===== config.mk =====
export PLATFORM = sky130hd
export DESIGN_NAME = mips_core
export DESIGN_NICKNAME = d
export VERILOG_FILES = /design/src/mips_pkg.sv /design/src/regfile_if.sv /design/src/alu.sv /design/src/register_file.sv /design/src/decode_stage.sv /design/src/mips_core.sv
export VERILOG_INCLUDE_DIRS = /design/src
export SDC_FILE = /design/constraint.sdc
export NUM_CORES = 2
export LEC_CHECK = 0
export BUFFER_PORTS_ARGS = -buffer_cell sky130_fd_sc_hd__buf_2
export CORE_MARGIN = 2
export CORE_UTILIZATION = 50
export DETAILED_ROUTE_END_ITERATION = 8
export PLACE_DENSITY = 0.64
export SLEW_MARGIN = 15
export SYNTH_ARGS = -nofsm -noshare
export SYNTH_HDL_FRONTEND = slang
export SYNTH_SLANG_ARGS = --single-unit

===== constraint.sdc =====
create_clock -name clk -period 8.25 [get_ports clk]
set_input_delay 0.4125 -clock clk [delete_from_list [all_inputs] [get_ports clk]]
set_output_delay 0.4125 -clock clk [all_outputs]
set_load 0.01 [all_outputs]

===== src/mips_macros.svh =====
`ifndef MIPS_MACROS_SVH
`define MIPS_MACROS_SVH

// architectural register indices used by the core and its checkers
// register zero is hardwired to zero and is never written
`define REG_ZERO 5'd0

// v0 carries the syscall code and a0 the syscall argument
`define REG_V0 5'd2
`define REG_A0 5'd4

// stack pointer, preset at reset below the top of the stack
`define REG_SP 5'd29

// return address, the implicit destination of jal
`define REG_RA 5'd31

// first instruction address after reset, the usual text segment start
`define RESET_PC 32'h0040_0000

// highest word of the user stack
// sp comes out of reset one word below this address
`define STACK_TOP 32'h7fff_fffc

`endif


===== src/mips_pkg.sv =====
package mips_pkg;

	// primary opcode field, only the subset that the core executes
	typedef enum logic [5:0] {
		OP_RTYPE = 6'h00,
		OP_JAL   = 6'h03,
		OP_ADDIU = 6'h09,
		OP_ORI   = 6'h0d,
		OP_LUI   = 6'h0f
	} opcode_t;

	// function field of the R-type encoding
	typedef enum logic [5:0] {
		F_SYSCALL = 6'h0c,
		F_ADDU    = 6'h21,
		F_SUBU    = 6'h23,
		F_AND     = 6'h24,
		F_OR      = 6'h25,
		F_SLT     = 6'h2a
	} funct_t;

	// operations the ALU knows about
	// pass_a forwards operand a unchanged, which is how the jal link value gets through
	typedef enum logic [2:0] {
		ALU_ADD,
		ALU_SUB,
		ALU_AND,
		ALU_OR,
		ALU_SLT,
		ALU_LUI,
		ALU_PASS_A
	} alu_op_t;

	// R-type view of an instruction word
	typedef struct packed {
		opcode_t    opcode;
		logic [4:0] rs;
		logic [4:0] rt;
		logic [4:0] rd;
		logic [4:0] shamt;
		funct_t     funct;
	} r_fields_t;

	// I-type view of the same word
	// the jal target is the low 26 bits, i.e. rs, rt and imm16 taken together
	typedef struct packed {
		opcode_t     opcode;
		logic [4:0]  rs;
		logic [4:0]  rt;
		logic [15:0] imm16;
	} i_fields_t;

	// one instruction word, decoded either way depending on the opcode
	typedef union packed {
		r_fields_t r_fields;
		i_fields_t i_fields;
	} instr_t;

endpackage


===== src/regfile_if.sv =====
`timescale 1ns/1ps

// link between the decoder and the register file
// wr_data is not driven by either side, the top level feeds it from the ALU result
interface regfile_if;

	// source and destination register indices
	logic [4:0] rs;
	logic [4:0] rt;
	logic [4:0] wr_addr;

	// per-instruction control, already qualified by instr_valid
	logic reg_write;
	logic jal;
	logic syscall;

	// value to write back and the link address for jal
	logic [31:0] wr_data;
	logic [31:0] pc_plus_4;

	// combinational read data after the syscall and jal muxing
	logic [31:0] rd1;
	logic [31:0] rd2;

	// decoder side drives addresses and control, gets read data back
	modport decoder (
		output rs, rt, wr_addr, reg_write, jal, syscall, pc_plus_4,
		input  rd1, rd2
	);

	// register file side sees the opposite directions
	modport regfile (
		input  rs, rt, wr_addr, reg_write, jal, syscall, pc_plus_4, wr_data,
		output rd1, rd2
	);

endinterface


===== src/alu.sv =====
`timescale 1ns/1ps

// combinational ALU for the integer subset
// add and subtract wrap silently, the unsigned MIPS forms never trap
module alu
	import mips_pkg::*;
(
	input  alu_op_t      op,
	input  logic [31:0]  a,
	input  logic [31:0]  b,
	output logic [31:0]  result
);

	// signed compare for slt, kept apart so the case below stays readable
	logic less_than;

	assign less_than = $signed(a) < $signed(b);

	always_comb begin
		case (op)
			ALU_ADD: begin
				result = a + b;
			end
			ALU_SUB: begin
				result = a - b;
			end
			ALU_AND: begin
				result = a & b;
			end
			ALU_OR: begin
				result = a | b;
			end
			// slt yields exactly one or zero
			ALU_SLT: begin
				result = {31'd0, less_than};
			end
			// lui takes the zero-extended immediate and moves it to the top half
			ALU_LUI: begin
				result = {b[15:0], 16'd0};
			end
			// jal link value arrives on a from the register file mux
			ALU_PASS_A: begin
				result = a;
			end
			default: begin
				result = 32'd0;
			end
		endcase
	end

endmodule


===== src/register_file.sv =====
`timescale 1ns/1ps
`include "mips_macros.svh"

// 32 x 32 register file with the syscall and jal read steering
// writes happen on the accepting clock edge, the report comes one cycle later
module register_file (
	input  logic              clk,
	input  logic              rst_n,
	regfile_if.regfile        rf,
	output logic              wb_valid,
	output logic [4:0]        wb_addr,
	output logic [31:0]       wb_data,
	output logic              syscall_valid,
	output logic [31:0]       syscall_code,
	output logic [31:0]       syscall_arg
);

	logic [31:0] regs [32];

	// jal always links into ra, no matter what the decoder put on wr_addr
	logic [4:0] dest;

	// final write enable, register zero is filtered out here
	logic wr_en;

	assign dest  = rf.jal ? `REG_RA : rf.wr_addr;
	assign wr_en = rf.reg_write && (dest != `REG_ZERO);

	// read muxing
	// syscall needs v0 and a0 regardless of rs and rt
	// jal feeds the link address through port 1 so the ALU can pass it on
	always_comb begin
		if (rf.syscall) begin
			rf.rd1 = regs[`REG_V0];
			rf.rd2 = regs[`REG_A0];
		end else if (rf.jal) begin
			rf.rd1 = rf.pc_plus_4;
			rf.rd2 = 32'd0;
		end else begin
			rf.rd1 = regs[rf.rs];
			rf.rd2 = regs[rf.rt];
		end
	end

	// register array
	// everything starts at zero except sp, which points just below the stack top
	always_ff @(posedge clk) begin
		if (!rst_n) begin
			for (int k = 0; k < 32; k++) begin
				regs[k] <= 32'd0;
			end
			regs[`REG_SP] <= `STACK_TOP - 32'd4;
		end else if (wr_en) begin
			regs[dest] <= rf.wr_data;
		end
	end

	// report strobes, one cycle after the instruction was taken
	always_ff @(posedge clk) begin
		if (!rst_n) begin
			wb_valid      <= 1'b0;
			syscall_valid <= 1'b0;
		end else begin
			wb_valid      <= wr_en;
			syscall_valid <= rf.syscall;
		end
	end

	// report payload only moves when its strobe is about to fire
	always_ff @(posedge clk) begin
		if (wr_en) begin
			wb_addr <= dest;
			wb_data <= rf.wr_data;
		end
		// rd1 and rd2 hold v0 and a0 during a syscall, sampled before any later write
		if (rf.syscall) begin
			syscall_code <= rf.rd1;
			syscall_arg  <= rf.rd2;
		end
	end

endmodule


===== src/decode_stage.sv =====
`timescale 1ns/1ps
`include "mips_macros.svh"

// instruction decode and program counter
// control is purely combinational from the strobed word, only the pc is state
module decode_stage
	import mips_pkg::*;
(
	input  logic         clk,
	input  logic         rst_n,
	input  logic         instr_valid,
	input  instr_t       instr,
	regfile_if.decoder   rf,
	output logic [31:0]  pc,
	output alu_op_t      alu_op,
	output logic [31:0]  operand_b
);

	// raw decode before qualification with instr_valid
	logic        do_write;
	logic        do_jal;
	logic        do_syscall;

	logic [31:0] pc_plus_4;
	logic [31:0] jump_target;

	// immediates in both extension flavours
	logic [31:0] imm_sext;
	logic [31:0] imm_zext;

	assign pc_plus_4 = pc + 32'd4;
	assign imm_sext  = {{16{instr.i_fields.imm16[15]}}, instr.i_fields.imm16};
	assign imm_zext  = {16'd0, instr.i_fields.imm16};

	// pseudo-direct jump, region bits come from the incremented pc
	assign jump_target = {pc_plus_4[31:28], instr.i_fields.rs, instr.i_fields.rt,
	                      instr.i_fields.imm16, 2'b00};

	always_comb begin
		do_write   = 1'b0;
		do_jal     = 1'b0;
		do_syscall = 1'b0;
		alu_op     = ALU_ADD;
		operand_b  = rf.rd2;
		rf.wr_addr = instr.r_fields.rd;
		case (instr.r_fields.opcode)
			OP_RTYPE: begin
				// unknown funct codes fall through as a nop
				case (instr.r_fields.funct)
					F_ADDU:    begin alu_op = ALU_ADD; do_write = 1'b1; end
					F_SUBU:    begin alu_op = ALU_SUB; do_write = 1'b1; end
					F_AND:     begin alu_op = ALU_AND; do_write = 1'b1; end
					F_OR:      begin alu_op = ALU_OR;  do_write = 1'b1; end
					F_SLT:     begin alu_op = ALU_SLT; do_write = 1'b1; end
					F_SYSCALL: do_syscall = 1'b1;
					default:   ;
				endcase
			end
			// I-type results land in rt
			OP_ADDIU: begin
				alu_op     = ALU_ADD;
				operand_b  = imm_sext;
				rf.wr_addr = instr.i_fields.rt;
				do_write   = 1'b1;
			end
			OP_ORI: begin
				alu_op     = ALU_OR;
				operand_b  = imm_zext;
				rf.wr_addr = instr.i_fields.rt;
				do_write   = 1'b1;
			end
			OP_LUI: begin
				alu_op     = ALU_LUI;
				operand_b  = imm_zext;
				rf.wr_addr = instr.i_fields.rt;
				do_write   = 1'b1;
			end
			// the register file swaps in ra and the link value, the ALU just passes it
			OP_JAL: begin
				alu_op   = ALU_PASS_A;
				do_jal   = 1'b1;
				do_write = 1'b1;
			end
			default: ;
		endcase
	end

	assign rf.rs        = instr.r_fields.rs;
	assign rf.rt        = instr.r_fields.rt;
	assign rf.pc_plus_4 = pc_plus_4;

	// nothing reaches the register file unless the word was actually strobed
	assign rf.reg_write = do_write && instr_valid;
	assign rf.jal       = do_jal && instr_valid;
	assign rf.syscall   = do_syscall && instr_valid;

	// pc steps once per accepted instruction
	always_ff @(posedge clk) begin
		if (!rst_n) begin
			pc <= `RESET_PC;
		end else if (instr_valid) begin
			pc <= do_jal ? jump_target : pc_plus_4;
		end
	end

endmodule


===== src/mips_core.sv =====
`timescale 1ns/1ps

// top level of the core
// one instruction per strobe, write-back and syscall reported one cycle later
module mips_core
	import mips_pkg::*;
(
	input  logic         clk,
	input  logic         rst_n,
	input  logic         instr_valid,
	input  logic [31:0]  instr,
	output logic [31:0]  pc,
	output logic         wb_valid,
	output logic [4:0]   wb_addr,
	output logic [31:0]  wb_data,
	output logic         syscall_valid,
	output logic [31:0]  syscall_code,
	output logic [31:0]  syscall_arg
);

	// decoder to register file bundle
	regfile_if rf_if ();

	// ALU control and second operand chosen by the decoder
	alu_op_t     alu_op;
	logic [31:0] operand_b;
	logic [31:0] alu_result;

	// every result goes back through the register file write port
	assign rf_if.wr_data = alu_result;

	decode_stage decode_stage_inst (
		.clk         (clk),
		.rst_n       (rst_n),
		.instr_valid (instr_valid),
		.instr       (instr),
		.rf          (rf_if.decoder),
		.pc          (pc),
		.alu_op      (alu_op),
		.operand_b   (operand_b)
	);

	register_file register_file_inst (
		.clk           (clk),
		.rst_n         (rst_n),
		.rf            (rf_if.regfile),
		.wb_valid      (wb_valid),
		.wb_addr       (wb_addr),
		.wb_data       (wb_data),
		.syscall_valid (syscall_valid),
		.syscall_code  (syscall_code),
		.syscall_arg   (syscall_arg)
	);

	// operand a comes straight off read port 1, which also carries the jal link value
	alu alu_inst (
		.op     (alu_op),
		.a      (rf_if.rd1),
		.b      (operand_b),
		.result (alu_result)
	);

endmodule


* After elaboration in Yosys (flattened, before gate mapping)
Memory sizes are Yosys's and may differ from the RTL's. Index checks and enable logic that the tools add are counted.
Word-level totals: logic and storage cells 67, memory bits (writable) 1024, bits in registers 135, memories 1, output and inout port bits 135
Memory list:
- register_file_inst.regs | words 32, bits a word 32, read ports 4, clocked after memory_dff 0, write ports 32, RTL line register_file.sv:18 | logic [31:0] regs [32];
Operators by class: eq/ne operators 16, reduce and logical (&&, ||, !) cells 12, bitwise gates (word level) 3, order comparisons 1, multiplexer cells 24, add/sub/neg operators 3
Operators by type and width (number):
- one-hot mux 32 bit (7 select lines) | 1
- 2-to-1 mux 32 bit | 6
- one-hot mux 32 bit (2 select lines) | 1
- adder 32 x 3 -> 32 bit, second input constant | 1
- adder 32 bit | 1
- AND 32 bit | 1
- less-than comparator 32 bit | 1
- bitwise OR 32 bit | 1
- OR reduction 32 bit | 1
- subtractor 32 bit | 1
- == test 6 bit, second input constant | 5
- 2-to-1 mux 28 bit | 1
- == test 6 x 4 -> 1 bit, second input constant | 4
- one-hot mux 3 bit (4 select lines) | 2
- 2-to-1 mux 5 bit | 3
- == test 3 bit, second input constant | 3
- 2-to-1 mux 1 bit | 9
- == test 3 x 2 -> 1 bit, second input constant | 2
- == test 6 x 2 -> 1 bit, second input constant | 1
- zero test 6 bit | 1
- nonzero test 5 bit | 1
- OR reduction 5 bit | 1
- logical AND 1 bit | 4
- OR reduction 4 bit | 1
- 6 further kinds | 6

* Logic depth before layout (Yosys ltp)
depth after elaboration 11, gate-level depth with buffers 26, depth with buffers taken out 21

* By module
From an unflattened synthesis, not the netlist that was laid out.
Unflattened totals: cells, all modules 5465, area, all modules 67168.2 um^2
By module, submodules not included:
- register_file | area each 58921.5 um^2, instances 1, cells each 4281
- alu | area each 5175.0 um^2, instances 1, cells each 776
- decode_stage | area each 3071.7 um^2, instances 1, cells each 408

* Least setup slack after synthesis
OpenSTA, ideal clock, no wires.
kind in2reg, start input port instr[29], end memory register_file_inst.regs[12][29], data pin, stages 20, slack 0.750 ns, arrival 7.234 ns, data required time 7.984 ns, path through buf_2 -> nor4_4 -> nand3b_1 -> nor2_1 -> a21oi_1 -> o21ai_0 -> ha_1 -> buf_2 -> nor2_1 -> a2111o_1 -> a21oi_1 -> nor3_1 -> o31ai_1 -> o31ai_1 -> o311a_1 -> a211oi_1 -> xnor2_1 -> a21oi_1 -> clkbuf_1 -> nor2_1
RTL lines:
- start: declaration | RTL line mips_core.sv:11 | input logic [31:0] instr,
- end: declaration | RTL line register_file.sv:18

==> summary.txt <==
status: complete, no violations
Bufs on Longest Clock Path: 3
via count: 46,900
initial drt markers: 7,816
TritonCTS clock tree: built
max-slew violation total from the final report: 0
Netlist Area Pre-Place: 63,500 µm²
die area: 130,000 µm²
routed len/inst: 38.3 µm
Hold Path Origin: instr[8]
Yosys top cell area share: 0.532
worst hold path type: input port to flip-flop
Synth Area in Compound Gates: 0.0513
critical path peak fanout: 32
WL final: 253 mm
Die Y: 360 µm
synth top area cells: edfxtp_1 (53%), mux4_2 (22%), nor2_1 (6.7%)
setup_tns: 0 ns
Placeable Area: 126,000 µm²
critical path type: flip-flop to flip-flop
sequential area share after synthesis: 0.542
CTS Root Cell: clkbuf_16
CTS Buf Count: 119
dpl hpwl: 157 mm
CP Launch Point: register_file_inst.regs[2][0]
Fillers: 10,000
commonest non-fill, non-tap cell in the layout: nor2_1
Leakage: 0.0262 µW
iteration count of the initial detailed-routing pass: 8
gr ovfl total: 0
CTS H-tree depth: 3
pre-CTS setup slack: 0.902 ns
Final Skew: 0.0323 ns
synth unique cells: 80
simple-gate portion of the synthesized area: 0.104
Final Setup Violations: 0
DRC viols: 0
EDFF count, synth: 1,125
Worst EP arrival: 7.63 ns
Tightest Pin Transition: 1.20 ns
mux share of post-synthesis cell area: 0.235
Cell Rows: 130
TritonCTS Sinks: 1,157
I/O Buffers: 167
Async SR Flop Fraction: 0
final setup margin: 1.09 ns
design area: 71,200 µm²
Synthesis Warnings: 0
critical path capture point type: flip-flop
Layout Nets: 4,984
WP data required: 8.72 ns
Critical R2R Launch: register_file_inst.regs[2][0]
Post-Synth XOR/XNOR Area: 0.00924
I/O Pins: 170
leading cell types in the layout, fill and taps excluded: nor2_1 (1,136), edfxtp_1 (1,125), mux4_2 (628)
first-pass GRT wire length: 349 mm
cell taking the most area after synthesis: edfxtp_1
post-CTS setup buffer count: 0
top_reg_cell synth: edfxtp_1
Die Span X: 360 µm
clock-pin slew on the worst setup and hold paths: 0.07 ns
Worst VDD drop: 202 µV
post-synthesis adder-cell area fraction: 0.0204
vias in the first global route: 45,300
share of layout cells above drive strength 1: 0.269
total track usage: 0.387
DR vias/cell: 7.11
main combinational cell family by area after synthesis: multiplexers
Placed Area: 67,300 µm²
max cap viols: 0
fin crit share: 0.868
Area Overhead vs Synth: 12.1%
max_slew headroom: 0.189
Pwr per Cell Area: 227 nW/µm²
Clk Latency, worst-skew pair: 0.77 ns
final hold violation count: 0
gpl congestion: 1.02
Initial Util: 0.505
Synth Register Bits: 1,157
largest net degree at the start of global routing: 80
Antenna Violating Nets Remaining: 0
startpoint type of the worst setup path: flip-flop
initial antenna violation count: 5
Max Fclk: 140 MHz
Avg Cell Area, Syn: 13.4 µm²
synthesized instance count: 4,738
Final min period: 7.16 ns
RSZ-0062 raised after global routing: false
registers in the layout (all words and copies together), names as in the netlist:
signal	count
register_file_inst.wb_valid	1
register_file_inst.syscall_valid	1
register_file_inst.syscall_code	32
decode_stage_inst.pc	30
register_file_inst.syscall_arg	32
register_file_inst.wb_addr	5
register_file_inst.regs	1024
register_file_inst.wb_data	32
cells by family (layout without fill, tap and decap cells):
family / Yosys count / after routing
AND/OR/NAND/NOR: 1623 / 1623
flip-flops: 1157 / 1157
multiplexers: 709 / 709
buffers and inverters: 582 / 755
AO/OA/AOI/OAI: 496 / 496
adder cells (fa/ha/maj): 103 / 103
XOR/XNOR: 67 / 67
other: 1 / 36
layout make-up:
type,count,area (µm²),area share
inverters,145,549,0.00772
clock buffers,137,3070,0.0431
flip-flops and latches,1157,34400,0.483
repair buffers,391,2850,0.0400
clock inverters,82,840,0.0118
well taps,1650,2060,0.0290
multi-input cells,3032,27400,0.385
diodes,2,5.00,0.0000703
power breakdown:
group | switching, µW | internal (µW)
Clock | 2430 | 3120
Combinational | 2600 | 1210
Sequential | 107 | 6660
Total | 5140 | 11000
cell usage after synthesis, types with 62 or more instances:
library cell	n
buf_2	102
a21oi_1	146
mux2i_1	77
nand3_1	62
edfxtp_1	1125
ha_1	102
buf_1	63
o21ai_0	115
nand2_1	254
clkbuf_1	261
nor2_1	1140
inv_1	137
mux4_2	628
stage by stage:
stage               total power, µW  cells  utilization  hold WS [ns]
finish                        16100   6596        0.566        0.0249
global route                  16500   6594        0.565        0.0721
CTS                           16000   6594        0.565       0.00880
detailed placement            10600   6374        0.534         0.500
global placement              10600   6374        0.534         0.497
floorplan                      9140   4771            -         0.521
per-layer routing:
metal	part of all wire	wire length, µm	global-route usage
met1	0.34	86400	0.500
met2	0.45	113000	0.587
met3	0.15	37400	0.121
met4	0.061	15500	0.207
met5	0.000051	13	0
worst max-delay path, stage by stage (launching register included):
cell and delay (ns):
edfxtp_1 0.58, mux4_2 0.54, mux4_2 0.47, mux2i_1 0.36
o21ai_0 0.50, buf_4 0.32, mux2i_1 0.19, inv_1 0.21
ha_1 0.32, nand2b_1 0.19, a2111o_1 0.44, a21oi_1 0.40
nor3_1 0.19, buf_4 0.20, o31ai_1 0.43, o31ai_1 0.12
buf_4 0.17, o311a_1 0.28, a211oi_1 0.27, xnor2_1 0.16
a21oi_4 0.19, buf_12 0.21, nor2_1 0.08
final timing paths:
| check | to | slack, ns | depth (start not counted) |
|---|---|---|---|
| max | register_file_inst.regs[31][29] | 1.09 | 22 |
| min | decode_stage_inst.pc[10] | 0.02 | 5 |
| max reg2reg | register_file_inst.regs[31][29] | 1.09 | 22 |
| min reg2reg | decode_stage_inst.pc[13] | 0.52 | 2 |
timing repair:
item,in CTS,in global routing
hold endpoints to repair,1,0
resized for setup,0,0
hold buffers,1,0
No activity file was read; power rests on OpenSTA's default activity.
